==> src/corr_params.svh <==
`ifndef CORR_PARAMS_SVH
`define CORR_PARAMS_SVH

// ----------------------------------------
// array geometry
// ----------------------------------------
`define CORR_NUM_ANT        8    // one-bit antennas
`define CORR_NUM_LANES      4    // correlator lanes
`define CORR_PAIRS_PER_LANE 7    // pairs per lane
`define CORR_NUM_PAIRS      28   // 8 choose 2

// datapath widths
`define CORR_ACCUM_BITS     16   // visibility count width
`define CORR_BLOCK_BITS     16   // block-size field
`define CORR_PAIR_BITS      5    // enough for pair 0..27

`endif

==> src/corr_pkg.sv <==
package corr_pkg;

`include "corr_params.svh"

   typedef logic [`CORR_NUM_ANT-1:0]         antenna_t;   // one sign bit per antenna
   typedef logic [`CORR_ACCUM_BITS-1:0]      vis_t;       // count, also checksum
   typedef logic [`CORR_PAIR_BITS-1:0]       pair_idx_t;  // pair 0..27
   typedef logic [2:0]                       slot_idx_t;  // slot in lane 0..6
   typedef logic [$clog2(`CORR_NUM_ANT)-1:0] ant_idx_t;   // antenna number

   typedef struct packed {
      ant_idx_t a;                                        // lower antenna
      ant_idx_t b;                                        // upper antenna
   } ant_pair_t;

   // pairs (a,b) with a < b numbered lexicographically
   function automatic ant_pair_t pair_of(input pair_idx_t k);
      ant_pair_t   p;
      int unsigned n;
      p = '0;
      n = 0;
      for (int i = 0; i < `CORR_NUM_ANT; i++) begin
         for (int j = i + 1; j < `CORR_NUM_ANT; j++) begin
            if (n == k) begin                             // hit the wanted index
               p.a = ant_idx_t'(i);
               p.b = ant_idx_t'(j);
            end
            n++;
         end
      end
      return p;
   endfunction

endpackage

==> src/vis_rd_if.sv <==
`timescale 1ns/1ps

// one lane's held-bank read channel
interface vis_rd_if
   import corr_pkg::*;
   ();

   logic      rd_stb;                      // single-cycle read request
   slot_idx_t slot;                        // slot to read
   vis_t      rd_data;                     // held-bank count
   logic      rd_valid;                    // one cycle after rd_stb

   modport lane_mp (
      input  rd_stb,
      input  slot,
      output rd_data,
      output rd_valid
   );

   modport reader_mp (
      output rd_stb,
      output slot,
      input  rd_data,
      input  rd_valid
   );

endinterface

==> src/antenna_frontend.sv <==
`timescale 1ns/1ps
`include "corr_params.svh"

module antenna_frontend
   import corr_pkg::*;
(
   input  logic                        clk_x,
   input  logic                        arst_n_i,
   input  logic                        enable_i,      // acquisition on
   input  logic [`CORR_BLOCK_BITS-1:0] blocksize_i,   // samples per block - 1
   input  antenna_t                    antenna_i,     // raw signs
   output antenna_t                    sample_o,      // registered signs
   output logic                        sample_vld_o,  // sample_o is live
   output logic                        swap_o,        // last sample of block
   output logic                        switching_o    // host copy of swap_o
);

   antenna_t                    sample_q;             // sample stage
   logic                        vld_q;                // delayed enable
   logic [`CORR_BLOCK_BITS-1:0] cnt_q;                // samples so far in block
   logic                        last_smp;             // block boundary

   // ----------------------------------------
   // input register stage
   // ----------------------------------------
   always_ff @(posedge clk_x) begin
      sample_q <= antenna_i;                          // antenna signs
   end

   always_ff @(posedge clk_x or negedge arst_n_i) begin
      if (!arst_n_i) begin
         vld_q <= 1'b0;
      end else begin
         vld_q <= enable_i;                           // one-cycle delay
      end
   end

   // ----------------------------------------
   // block sample counter
   // ----------------------------------------
   assign last_smp = vld_q && (cnt_q == blocksize_i); // fires with the last sample

   always_ff @(posedge clk_x or negedge arst_n_i) begin
      if (!arst_n_i) begin
         cnt_q <= '0;
      end else if (!vld_q || last_smp) begin
         cnt_q <= '0;                                 // idle or block done
      end else begin
         cnt_q <= cnt_q + 1'b1;
      end
   end

   assign sample_o     = sample_q;
   assign sample_vld_o = vld_q;
   assign swap_o       = last_smp;                    // to the lanes and readback
   assign switching_o  = last_smp;

endmodule

==> src/correlator_lane.sv <==
`timescale 1ns/1ps
`include "corr_params.svh"

module correlator_lane
   import corr_pkg::*;
#(
   parameter int LANE_ID = 0                          // 0..3, picks pair range
)(
   input  logic         clk_x,
   input  logic         arst_n_i,
   input  antenna_t     sample_i,                     // registered signs
   input  logic         sample_vld_i,
   input  logic         swap_i,                       // bank switch with this sample
   vis_rd_if.lane_mp    rd                            // held-bank read port
);

   localparam int NSLOT = `CORR_PAIRS_PER_LANE;

   logic [NSLOT-1:0] agree;                           // xnor per slot
   vis_t             acc_q   [NSLOT];                 // active bank
   vis_t             acc_sum [NSLOT];                 // active + this sample
   vis_t             held_q  [NSLOT];                 // finished block

   // ----------------------------------------
   // pair taps fixed at elaboration
   // ----------------------------------------
   for (genvar g = 0; g < NSLOT; g++) begin : g_slot
      localparam ant_pair_t PAIR = pair_of(pair_idx_t'(LANE_ID * NSLOT + g));

      assign agree[g]   = ~(sample_i[PAIR.a] ^ sample_i[PAIR.b]); // same sign
      assign acc_sum[g] = acc_q[g] + vis_t'(agree[g]);
   end

   // ----------------------------------------
   // active bank
   // ----------------------------------------
   always_ff @(posedge clk_x or negedge arst_n_i) begin
      if (!arst_n_i) begin
         for (int s = 0; s < NSLOT; s++) begin
            acc_q[s] <= '0;
         end
      end else begin
         for (int s = 0; s < NSLOT; s++) begin
            if (!sample_vld_i || swap_i) begin
               acc_q[s] <= '0;                        // restart block
            end else begin
               acc_q[s] <= acc_sum[s];                // count agreement
            end
         end
      end
   end

   // held bank takes the sum including the swap sample
   always_ff @(posedge clk_x) begin
      if (swap_i) begin
         for (int s = 0; s < NSLOT; s++) begin
            held_q[s] <= acc_sum[s];
         end
      end
   end

   // ----------------------------------------
   // read port with one cycle latency
   // ----------------------------------------
   always_ff @(posedge clk_x or negedge arst_n_i) begin
      if (!arst_n_i) begin
         rd.rd_valid <= 1'b0;
      end else begin
         rd.rd_valid <= rd.rd_stb;                    // strobe may come every cycle
      end
   end

   always_ff @(posedge clk_x) begin
      if (rd.rd_stb) begin
         rd.rd_data <= held_q[rd.slot];
      end
   end

endmodule

==> src/visibility_readback.sv <==
`timescale 1ns/1ps
`include "corr_params.svh"

module visibility_readback
   import corr_pkg::*;
(
   input  logic         clk_x,
   input  logic         arst_n_i,
   input  logic         swap_i,                       // start a drain next cycle
   vis_rd_if.reader_mp  lanes [`CORR_NUM_LANES],      // one channel per lane
   input  logic         rd_stb_i,                     // host read
   input  pair_idx_t    rd_addr_i,
   output vis_t         rd_data_o,
   output logic         rd_ack_o,
   output logic         newblock_o,                   // buffer refreshed
   output vis_t         checksum_o                    // sum of all counts
);

   localparam int NLANE = `CORR_NUM_LANES;
   localparam int NSLOT = `CORR_PAIRS_PER_LANE;

   logic             busy_q;                          // strobes going out
   slot_idx_t        slot_q;                          // slot being requested
   slot_idx_t        rsp_slot_q;                      // slot of returning data
   logic             rsp_last_q;                      // last slot returns now
   vis_t             lane_data [NLANE];
   logic [NLANE-1:0] lane_vld;
   vis_t             sum_q;                           // running checksum
   vis_t             beat_sum;                        // running + this beat
   vis_t             vis_buf [`CORR_NUM_PAIRS];       // host-visible buffer

   // fan the request out, gather the answers
   for (genvar g = 0; g < NLANE; g++) begin : g_lane
      assign lanes[g].rd_stb = busy_q;
      assign lanes[g].slot   = slot_q;
      assign lane_data[g]    = lanes[g].rd_data;
      assign lane_vld[g]     = lanes[g].rd_valid;
   end

   // ----------------------------------------
   // drain sequencer
   // ----------------------------------------
   always_ff @(posedge clk_x or negedge arst_n_i) begin
      if (!arst_n_i) begin
         busy_q     <= 1'b0;
         slot_q     <= '0;
         rsp_slot_q <= '0;
         rsp_last_q <= 1'b0;
      end else begin
         rsp_slot_q <= slot_q;                        // matches lane latency
         rsp_last_q <= busy_q && (slot_q == slot_idx_t'(NSLOT - 1));
         if (swap_i) begin
            busy_q <= 1'b1;                           // slot 0 next cycle
            slot_q <= '0;
         end else if (busy_q) begin
            if (slot_q == slot_idx_t'(NSLOT - 1)) begin
               busy_q <= 1'b0;                        // seven strobes sent
            end
            slot_q <= slot_q + 1'b1;
         end
      end
   end

   // ----------------------------------------
   // checksum
   // ----------------------------------------
   always_comb begin
      beat_sum = sum_q;
      for (int l = 0; l < NLANE; l++) begin
         if (lane_vld[l]) begin
            beat_sum = beat_sum + lane_data[l];       // wraps mod 2^16
         end
      end
   end

   always_ff @(posedge clk_x or negedge arst_n_i) begin
      if (!arst_n_i) begin
         sum_q      <= '0;
         checksum_o <= '0;
         newblock_o <= 1'b0;
      end else begin
         if (swap_i) begin
            sum_q <= '0;
         end else if (|lane_vld) begin
            sum_q <= beat_sum;
         end
         if (rsp_last_q) begin
            checksum_o <= beat_sum;                   // publish with newblock
         end
         newblock_o <= rsp_last_q;                    // 9 cycles after swap
      end
   end

   // buffer entry = lane * 7 + slot
   always_ff @(posedge clk_x) begin
      for (int l = 0; l < NLANE; l++) begin
         if (lane_vld[l]) begin
            vis_buf[l * NSLOT + int'(rsp_slot_q)] <= lane_data[l];
         end
      end
   end

   // ----------------------------------------
   // host read port
   // ----------------------------------------
   always_ff @(posedge clk_x or negedge arst_n_i) begin
      if (!arst_n_i) begin
         rd_ack_o <= 1'b0;
      end else begin
         rd_ack_o <= rd_stb_i;                        // always accepted
      end
   end

   always_ff @(posedge clk_x) begin
      if (rd_stb_i) begin
         rd_data_o <= vis_buf[rd_addr_i];             // old value until rewritten
      end
   end

endmodule

==> src/corr_dsp_top.sv <==
`timescale 1ns/1ps
`include "corr_params.svh"

module corr_dsp_top
   import corr_pkg::*;
(
   input  logic                        clk_x,
   input  logic                        arst_n_i,
   input  logic                        enable_i,      // acquisition on
   input  logic [`CORR_BLOCK_BITS-1:0] blocksize_i,   // samples per block - 1
   input  antenna_t                    antenna_i,
   input  logic                        rd_stb_i,
   input  pair_idx_t                   rd_addr_i,
   output vis_t                        rd_data_o,
   output logic                        rd_ack_o,
   output logic                        switching_o,   // bank switch pulse
   output logic                        newblock_o,    // buffer refreshed
   output vis_t                        checksum_o
);

   antenna_t sample;                                  // front end to lanes
   logic     sample_vld;
   logic     swap;

   vis_rd_if rd_bus [`CORR_NUM_LANES] ();             // lane read channels

   antenna_frontend i_frontend (
      .clk_x        (clk_x),
      .arst_n_i     (arst_n_i),
      .enable_i     (enable_i),
      .blocksize_i  (blocksize_i),
      .antenna_i    (antenna_i),
      .sample_o     (sample),
      .sample_vld_o (sample_vld),
      .swap_o       (swap),
      .switching_o  (switching_o)
   );

   // ----------------------------------------
   // correlator lanes
   // ----------------------------------------
   for (genvar g = 0; g < `CORR_NUM_LANES; g++) begin : g_lane
      correlator_lane #(
         .LANE_ID (g)                                 // pairs 7g..7g+6
      ) i_lane (
         .clk_x        (clk_x),
         .arst_n_i     (arst_n_i),
         .sample_i     (sample),
         .sample_vld_i (sample_vld),
         .swap_i       (swap),
         .rd           (rd_bus[g])
      );
   end

   visibility_readback i_readback (
      .clk_x      (clk_x),
      .arst_n_i   (arst_n_i),
      .swap_i     (swap),
      .lanes      (rd_bus),
      .rd_stb_i   (rd_stb_i),
      .rd_addr_i  (rd_addr_i),
      .rd_data_o  (rd_data_o),
      .rd_ack_o   (rd_ack_o),
      .newblock_o (newblock_o),
      .checksum_o (checksum_o)
   );

endmodule

==> config.mk <==
export PLATFORM = sky130hd
export DESIGN_NAME = corr_dsp_top
export DESIGN_NICKNAME = d
export VERILOG_FILES = /design/src/corr_pkg.sv /design/src/vis_rd_if.sv /design/src/antenna_frontend.sv /design/src/correlator_lane.sv /design/src/visibility_readback.sv /design/src/corr_dsp_top.sv
export VERILOG_INCLUDE_DIRS = /design/src
export SDC_FILE = /design/constraint.sdc
export NUM_CORES = 2
export LEC_CHECK = 0
export ABC_AREA = 0
export BUFFER_PORTS_ARGS = -buffer_cell sky130_fd_sc_hd__buf_2
export CAP_MARGIN = 20
export CORE_ASPECT_RATIO = 0.6
export CORE_MARGIN = 4
export CORE_UTILIZATION = 57
export DETAILED_ROUTE_END_ITERATION = 7
export GPL_TIMING_DRIVEN = 1
export PLACE_DENSITY = 0.82
export SETUP_SLACK_MARGIN = 0.4
export SLEW_MARGIN = 20
export SYNTH_ARGS = -nofsm -noshare
export SYNTH_HDL_FRONTEND = slang
export SYNTH_SLANG_ARGS = --single-unit
==> constraint.sdc <==
create_clock -name clk_x -period 14.99 [get_ports clk_x]
set_input_delay 0.7495 -clock clk_x [delete_from_list [all_inputs] [get_ports clk_x]]
set_output_delay 0.7495 -clock clk_x [all_outputs]
set_load 0.02 [all_outputs]
After elaboration in Yosys (flattened, before gate mapping)
Memories as Yosys holds them, arrays and structs flattened. A register that Yosys moved wholly into a read port is not among the register bits.
Index checks and enable logic that the tools add are counted.

cells by class
  add/subtract/negate cells = 37
  $mul = 0
  divide/modulo/power cells = 0
  magnitude comparators = 0
  equal/unequal tests = 2
  shift operators = 0
  multiplexer cells = 44
  bitwise gates (word level) = 56
  reduce and logical (&&, ||, !) cells = 6

operators by type and width
  kind                                                              count
  16-bit 2-to-1 mux                                                 35
  16-bit by 1-bit adder with 16-bit output                          28
  16-bit adder                                                      4
  1-bit NOT                                                         28
  1-bit bitwise XOR                                                 28
  16-bit by 1-bit adder with 16-bit output (second input constant)  1
  16-bit == test                                                    1
  1-bit 2-to-1 mux                                                  7
  3-bit 2-to-1 mux                                                  2
  4-bit by 3-bit adder with 5-bit output (first input constant)     1
  5-bit by 3-bit adder with 5-bit output (first input constant)     1
  3-bit by 3-bit adder with 4-bit output (first input constant)     1
  2-bit nonzero test                                                2
  3-bit by 1-bit adder with 3-bit output (second input constant)    1
  3-bit == test (second input constant)                             1
  1-bit logical AND                                                 2
  1-bit logical NOT                                                 1
  1-bit logical OR                                                  1

storage, ports and cells
  register bits after elaboration = 516
  latch bits = 0
  memory bits (writable) = 896
  ROM bits = 0
  bits of input ports = 33
  logic and storage cells = 190
  memories kept = 5

memories
  name                     words  bits a word  rd ports  clocked after Yosys merged registers in  wr ports  RTL line                   source
  i_readback.vis_buf       28     16           1         1                                        4         visibility_readback.sv:30  vis_t vis_buf [`CORR_NUM_PAIRS];
  g_lane[0].i_lane.held_q  7      16           1         1                                        7         correlator_lane.sv:22      vis_t held_q [NSLOT];
  g_lane[1].i_lane.held_q  7      16           1         1                                        7         correlator_lane.sv:22
  g_lane[2].i_lane.held_q  7      16           1         1                                        7         correlator_lane.sv:22
  g_lane[3].i_lane.held_q  7      16           1         1                                        7         correlator_lane.sv:22

Logic depth before layout (Yosys ltp)
  word-level depth = 10
  depth in mapped cells = 35

By module
A second synthesis with hierarchy kept.

second synthesis, totals
  cells, all modules = 5161
  area, all modules = 71462.3 µm²

by module, submodules not included
  module                                  times used  cells each  area an instance (µm²)
  visibility_readback                     1           1957        27816.7
  correlator_lane (g_lane[0].i_lane ...)  2           772         10650.2
  correlator_lane (g_lane[3].i_lane)      1           772         10649.0
  correlator_lane (g_lane[1].i_lane)      1           777         10508.8
  antenna_frontend                        1           111         1187.4

Worst setup path before layout
No wires, ideal clock.

  path kind = input -> register
  start = input blocksize_i[11]
  end = memory g_lane[0].i_lane.held_q[0][0] (netlist bit) (enable)
  library setup time = 0.995 ns
  data arrival time = 13.972 ns
  data required time = 13.995 ns
  slack = 0.023 ns
  stages = 5
  buffers on the path = 1
  path through = xor2_1 nor4_1 nand4_1 nor2_1 clkbuf_1

RTL lines
  what             RTL line               source
  start, declared  corr_dsp_top.sv:10     input logic [`CORR_BLOCK_BITS-1:0] blocksize_i,
  end, declared    correlator_lane.sv:22

Final worst setup path
  start = register g_lane[0].i_lane.rd.rd_data[0], read port of g_lane[0].i_lane.held_q
  end = register i_readback.checksum_o[15]

between the ends
  cells in the longest elaborated chain, start to end = 8

ends and longest elaborated chain
  what                  RTL line                   source
  start, declared       vis_rd_if.sv:16            output rd_data,
  16-bit adder *        visibility_readback.sv:71  beat_sum = beat_sum + lane_data[l];
  16-bit 2-to-1 mux *   visibility_readback.sv:70  if (lane_vld[l]) begin
  16-bit adder          visibility_readback.sv:71
  16-bit 2-to-1 mux *   visibility_readback.sv:70
  16-bit adder          visibility_readback.sv:71
  16-bit 2-to-1 mux *   visibility_readback.sv:70
  16-bit adder          visibility_readback.sv:71
  16-bit 2-to-1 mux *   visibility_readback.sv:70
  end signal, assigned  visibility_readback.sv:88  checksum_o <= beat_sum;
  end, declared         visibility_readback.sv:16  output vis_t checksum_o

Every way passes the cells marked *; elsewhere a longest branch is shown, timed or not.
A chain may end at the register's enable or synchronous reset.

==> results.sh <==
export IMPL_grt_pass1_vias=40700
export IMPL_cts_tree="built"
export IMPL_syn2layout_area_growth_pct=8.93
export IMPL_combPwrFrac=0.032
export IMPL_tightest_slew_ps=1220
export IMPL_setup_violations=0
export IMPL_synth_edf_count=976
export IMPL_num_nets_final=5072
export IMPL_relSlewSlack=0.190
export IMPL_rrSetupSlack_ps=7400
export IMPL_final_hold_violation_count=0
export IMPL_rsz0062_at_grt="no"
export IMPL_tns_ps=0
export IMPL_syn_num_nets=5149
export IMPL_status="completed"
export IMPL_initial_core_util=0.578
export IMPL_ys_warn_count=0
export IMPL_sw_frac_of_total=0.212
export IMPL_avgSynthCellArea_sq_um=13.9
export IMPL_postCtsSetupRepairBufs=0
export IMPL_layout_drive_gt1_share=0.195
export IMPL_cts_buffer_depth=3
export IMPL_viasPerCell=6.25
export IMPL_clock_latency_ps=770
export IMPL_min_period_ps=7590
export IMPL_clkPwrFrac=0.433
export IMPL_ir_worst_vdd_uv=109
export IMPL_period_share=0.506
export IMPL_die_w_microns=458
export IMPL_critical_path_endpoint_type="flip-flop"
export IMPL_synthCells=4984
export IMPL_overflow=0
export IMPL_gp_congestion=0.947
export IMPL_grt_max_degree=176
export IMPL_ys_ff_latch=1492
export IMPL_postSynth_asyncResetShare=0.340
export IMPL_antenna_found_initial=11
export IMPL_cts_sinks=1492
export IMPL_final_cells=6619
export IMPL_dp_hpwl_microns=110000
export IMPL_p_int_mw=6.53
export IMPL_p_sw_mw=1.76
export IMPL_layout_commonest_cell="edfxtp_1"
export IMPL_dp_cells=6368
export IMPL_drc=0
export IMPL_detail_route_wl_per_cell_microns=25.9
export IMPL_ioPinCount=68
export IMPL_dieArea_sq_mm=0.127
export IMPL_cts_buffers=135
export IMPL_yosysSeqAreaShare=0.609
export IMPL_fmaxAchievable_mhz=132
export IMPL_crit_required_ps=15610
export IMPL_grt_use_total=0.270
export IMPL_p_leak_nw=29.0
export IMPL_slew_violations=0
export IMPL_cts_root_buffer="clkbuf_16"
export IMPL_layout_common_cells="edfxtp_1 (976), dfrtp_1 (502), mux2_2 (422)"
export IMPL_portBuffers=67
export IMPL_slowest_stage="edfxtp_1"
export IMPL_drt_iter0_markers=5424
export IMPL_core_area_sq_mm=0.120
export IMPL_critPathMaxFanout=9
export IMPL_synthFlopType="edfxtp_1"
export IMPL_maxCapViolCount=0
export IMPL_grt_pass1_wl_microns=259000
export IMPL_cts_resized=0
export IMPL_clkTransAtPathRegs_ps=70
export IMPL_hp_class="in -> async"
export IMPL_vias=41400
export IMPL_syn_area_sq_mm=0.0692
export IMPL_path_class="reg -> reg"
export IMPL_p_seq_frac=0.534
export IMPL_power_density_mw_per_mm2=110
export IMPL_cts_hold_buf=0
export IMPL_wl_microns=171000
export IMPL_clock_skew_ps=24.0
export IMPL_finalPower_mw=8.28
export IMPL_crit_path_start_kind="flip-flop"
export IMPL_die_h_microns=278
export IMPL_arrival_ps=8220
export IMPL_ant_nets=0
export IMPL_max_stage_delay_ps=520
export IMPL_yosysUniqueCellTypes=79
export IMPL_rows=98
export IMPL_drt_pass1_iter_count=6
export IMPL_cts_htree_levels=4
-- power groups by stage --
stage | sequential [mW] | combinational (mW) | clock (mW)
2_1_floorplan | 4.50 | 0.168 | 0
3_3_place_gp | 4.51 | 0.261 | 0
3_5_place_dp | 4.51 | 0.267 | 0
4_1_cts | 4.42 | 0.269 | 3.64
5_1_grt | 4.43 | 0.296 | 3.82
6_report | 4.42 | 0.268 | 3.59
-- final cells by class --
cell class / instances / area (sq um)
fill: 8415 / 44400
sequential: 1492 / 42200
multi-input combinational: 3086 / 25500
clock buffer: 196 / 3960
tap: 1600 / 2000
timing repair buffer: 122 / 845
clock inverter: 52 / 596
inverter: 70 / 263
antenna: 1 / 2.50
-- metal layers --
metal	track usage	vias to the layer above	part of all wire
met1	0.413	20900	0.43
met5	0	-	0.00011
met2	0.375	2120	0.42
met3	0.0811	273	0.13
li1	-	18000	-
met4	0.0772	2	0.025
-- state kept, by name, summed over array words and instances, names as in the netlist --
| signal | count |
|---|---|
| g_lane.i_lane.acc_q | 448 |
| g_lane.i_lane.held_q | 448 |
| g_lane.i_lane.rd.rd_data | 64 |
| g_lane.i_lane.rd.rd_valid | 1 |
| i_frontend.cnt_q | 16 |
| i_frontend.sample_o | 8 |
| i_frontend.sample_vld_o | 1 |
| i_readback.checksum_o | 16 |
| i_readback.lanes.rd_stb | 1 |
| i_readback.lanes.slot | 3 |
| i_readback.newblock_o | 1 |
| i_readback.rd_ack_o | 1 |
| i_readback.rd_data_o | 16 |
| i_readback.rsp_last_q | 1 |
| i_readback.rsp_slot_q | 3 |
| i_readback.sum_q | 16 |
| i_readback.vis_buf | 448 |
-- synthesized netlist by cell type, drive strengths merged, types with 8 or more instances --
master	instances	share of area
nor2	192	0.010
nand2	335	0.018
mux2	429	0.070
nor3	35	0.0027
a21oi	59	0.0044
xor2	179	0.023
o21a	9	0.00098
inv	69	0.0037
nand3	187	0.014
and2	14	0.0013
or2	11	0.00099
edfxtp	976	0.42
a21boi	9	0.00098
xnor2	312	0.040
nor2b	291	0.026
dfxtp	8	0.0023
ha	128	0.023
dfrtp	508	0.18
buf	39	0.0026
nand4	72	0.0065
clkbuf	293	0.016
a21o	37	0.0040
mux2i	81	0.012
mux4	192	0.062
o211ai	8	0.00094
and3	262	0.024
and4	16	0.0020
nor4	16	0.0015
o21ai	142	0.010
-- kinds of logic after synthesis --
kind of cell               after synthesis  synth area share
DFF                                   1492             0.609
and+or+nand+nor                       1451             0.109
muxes                                  702             0.144
xor gates and xnor gates               492            0.0627
buffers and inverters                  406            0.0232
AOI/OAI and AO/OA                      309            0.0270
adders and majority gates              132            0.0243
-- through the flow --
stage	instance area [sq um]	setup WS (ps)	utilization	hold slack, ps
detailed placement	70800	7630	0.591	500
floorplan	69200	6900	-	378
finish	75400	7400	0.629	64.1
CTS	75300	7580	0.629	28.7
global route	75400	7010	0.629	56.6
global placement	70800	7710	0.591	491
-- worst max-delay path, delay by kind of cell (launching register included) --
family          cells  cell delay (ps)
simple gates        7             1400
flops               1              520
compound gates     14             2900
fa+ha+maj           5             1800
xor+xnor            5              810
-- final timing paths --
check / from / end / depth (start not counted)
worst max-delay path: g_lane[0].i_lane.rd.rd_data[0] / i_readback.checksum_o[15] / 31
worst min-delay path: arst_n_i / i_frontend.cnt_q[15] / 1
worst max register to register: g_lane[0].i_lane.rd.rd_data[0] / i_readback.checksum_o[15] / 31
worst min register to register: i_readback.checksum_o[6] / i_readback.checksum_o[6] / 2
max in group asynchronous: arst_n_i / g_lane[0].i_lane.acc_q[37] / 4
min in group clk_x: antenna_i[6] / i_frontend.sample_o[6] / 1
(Power assumes the default switching activity.)
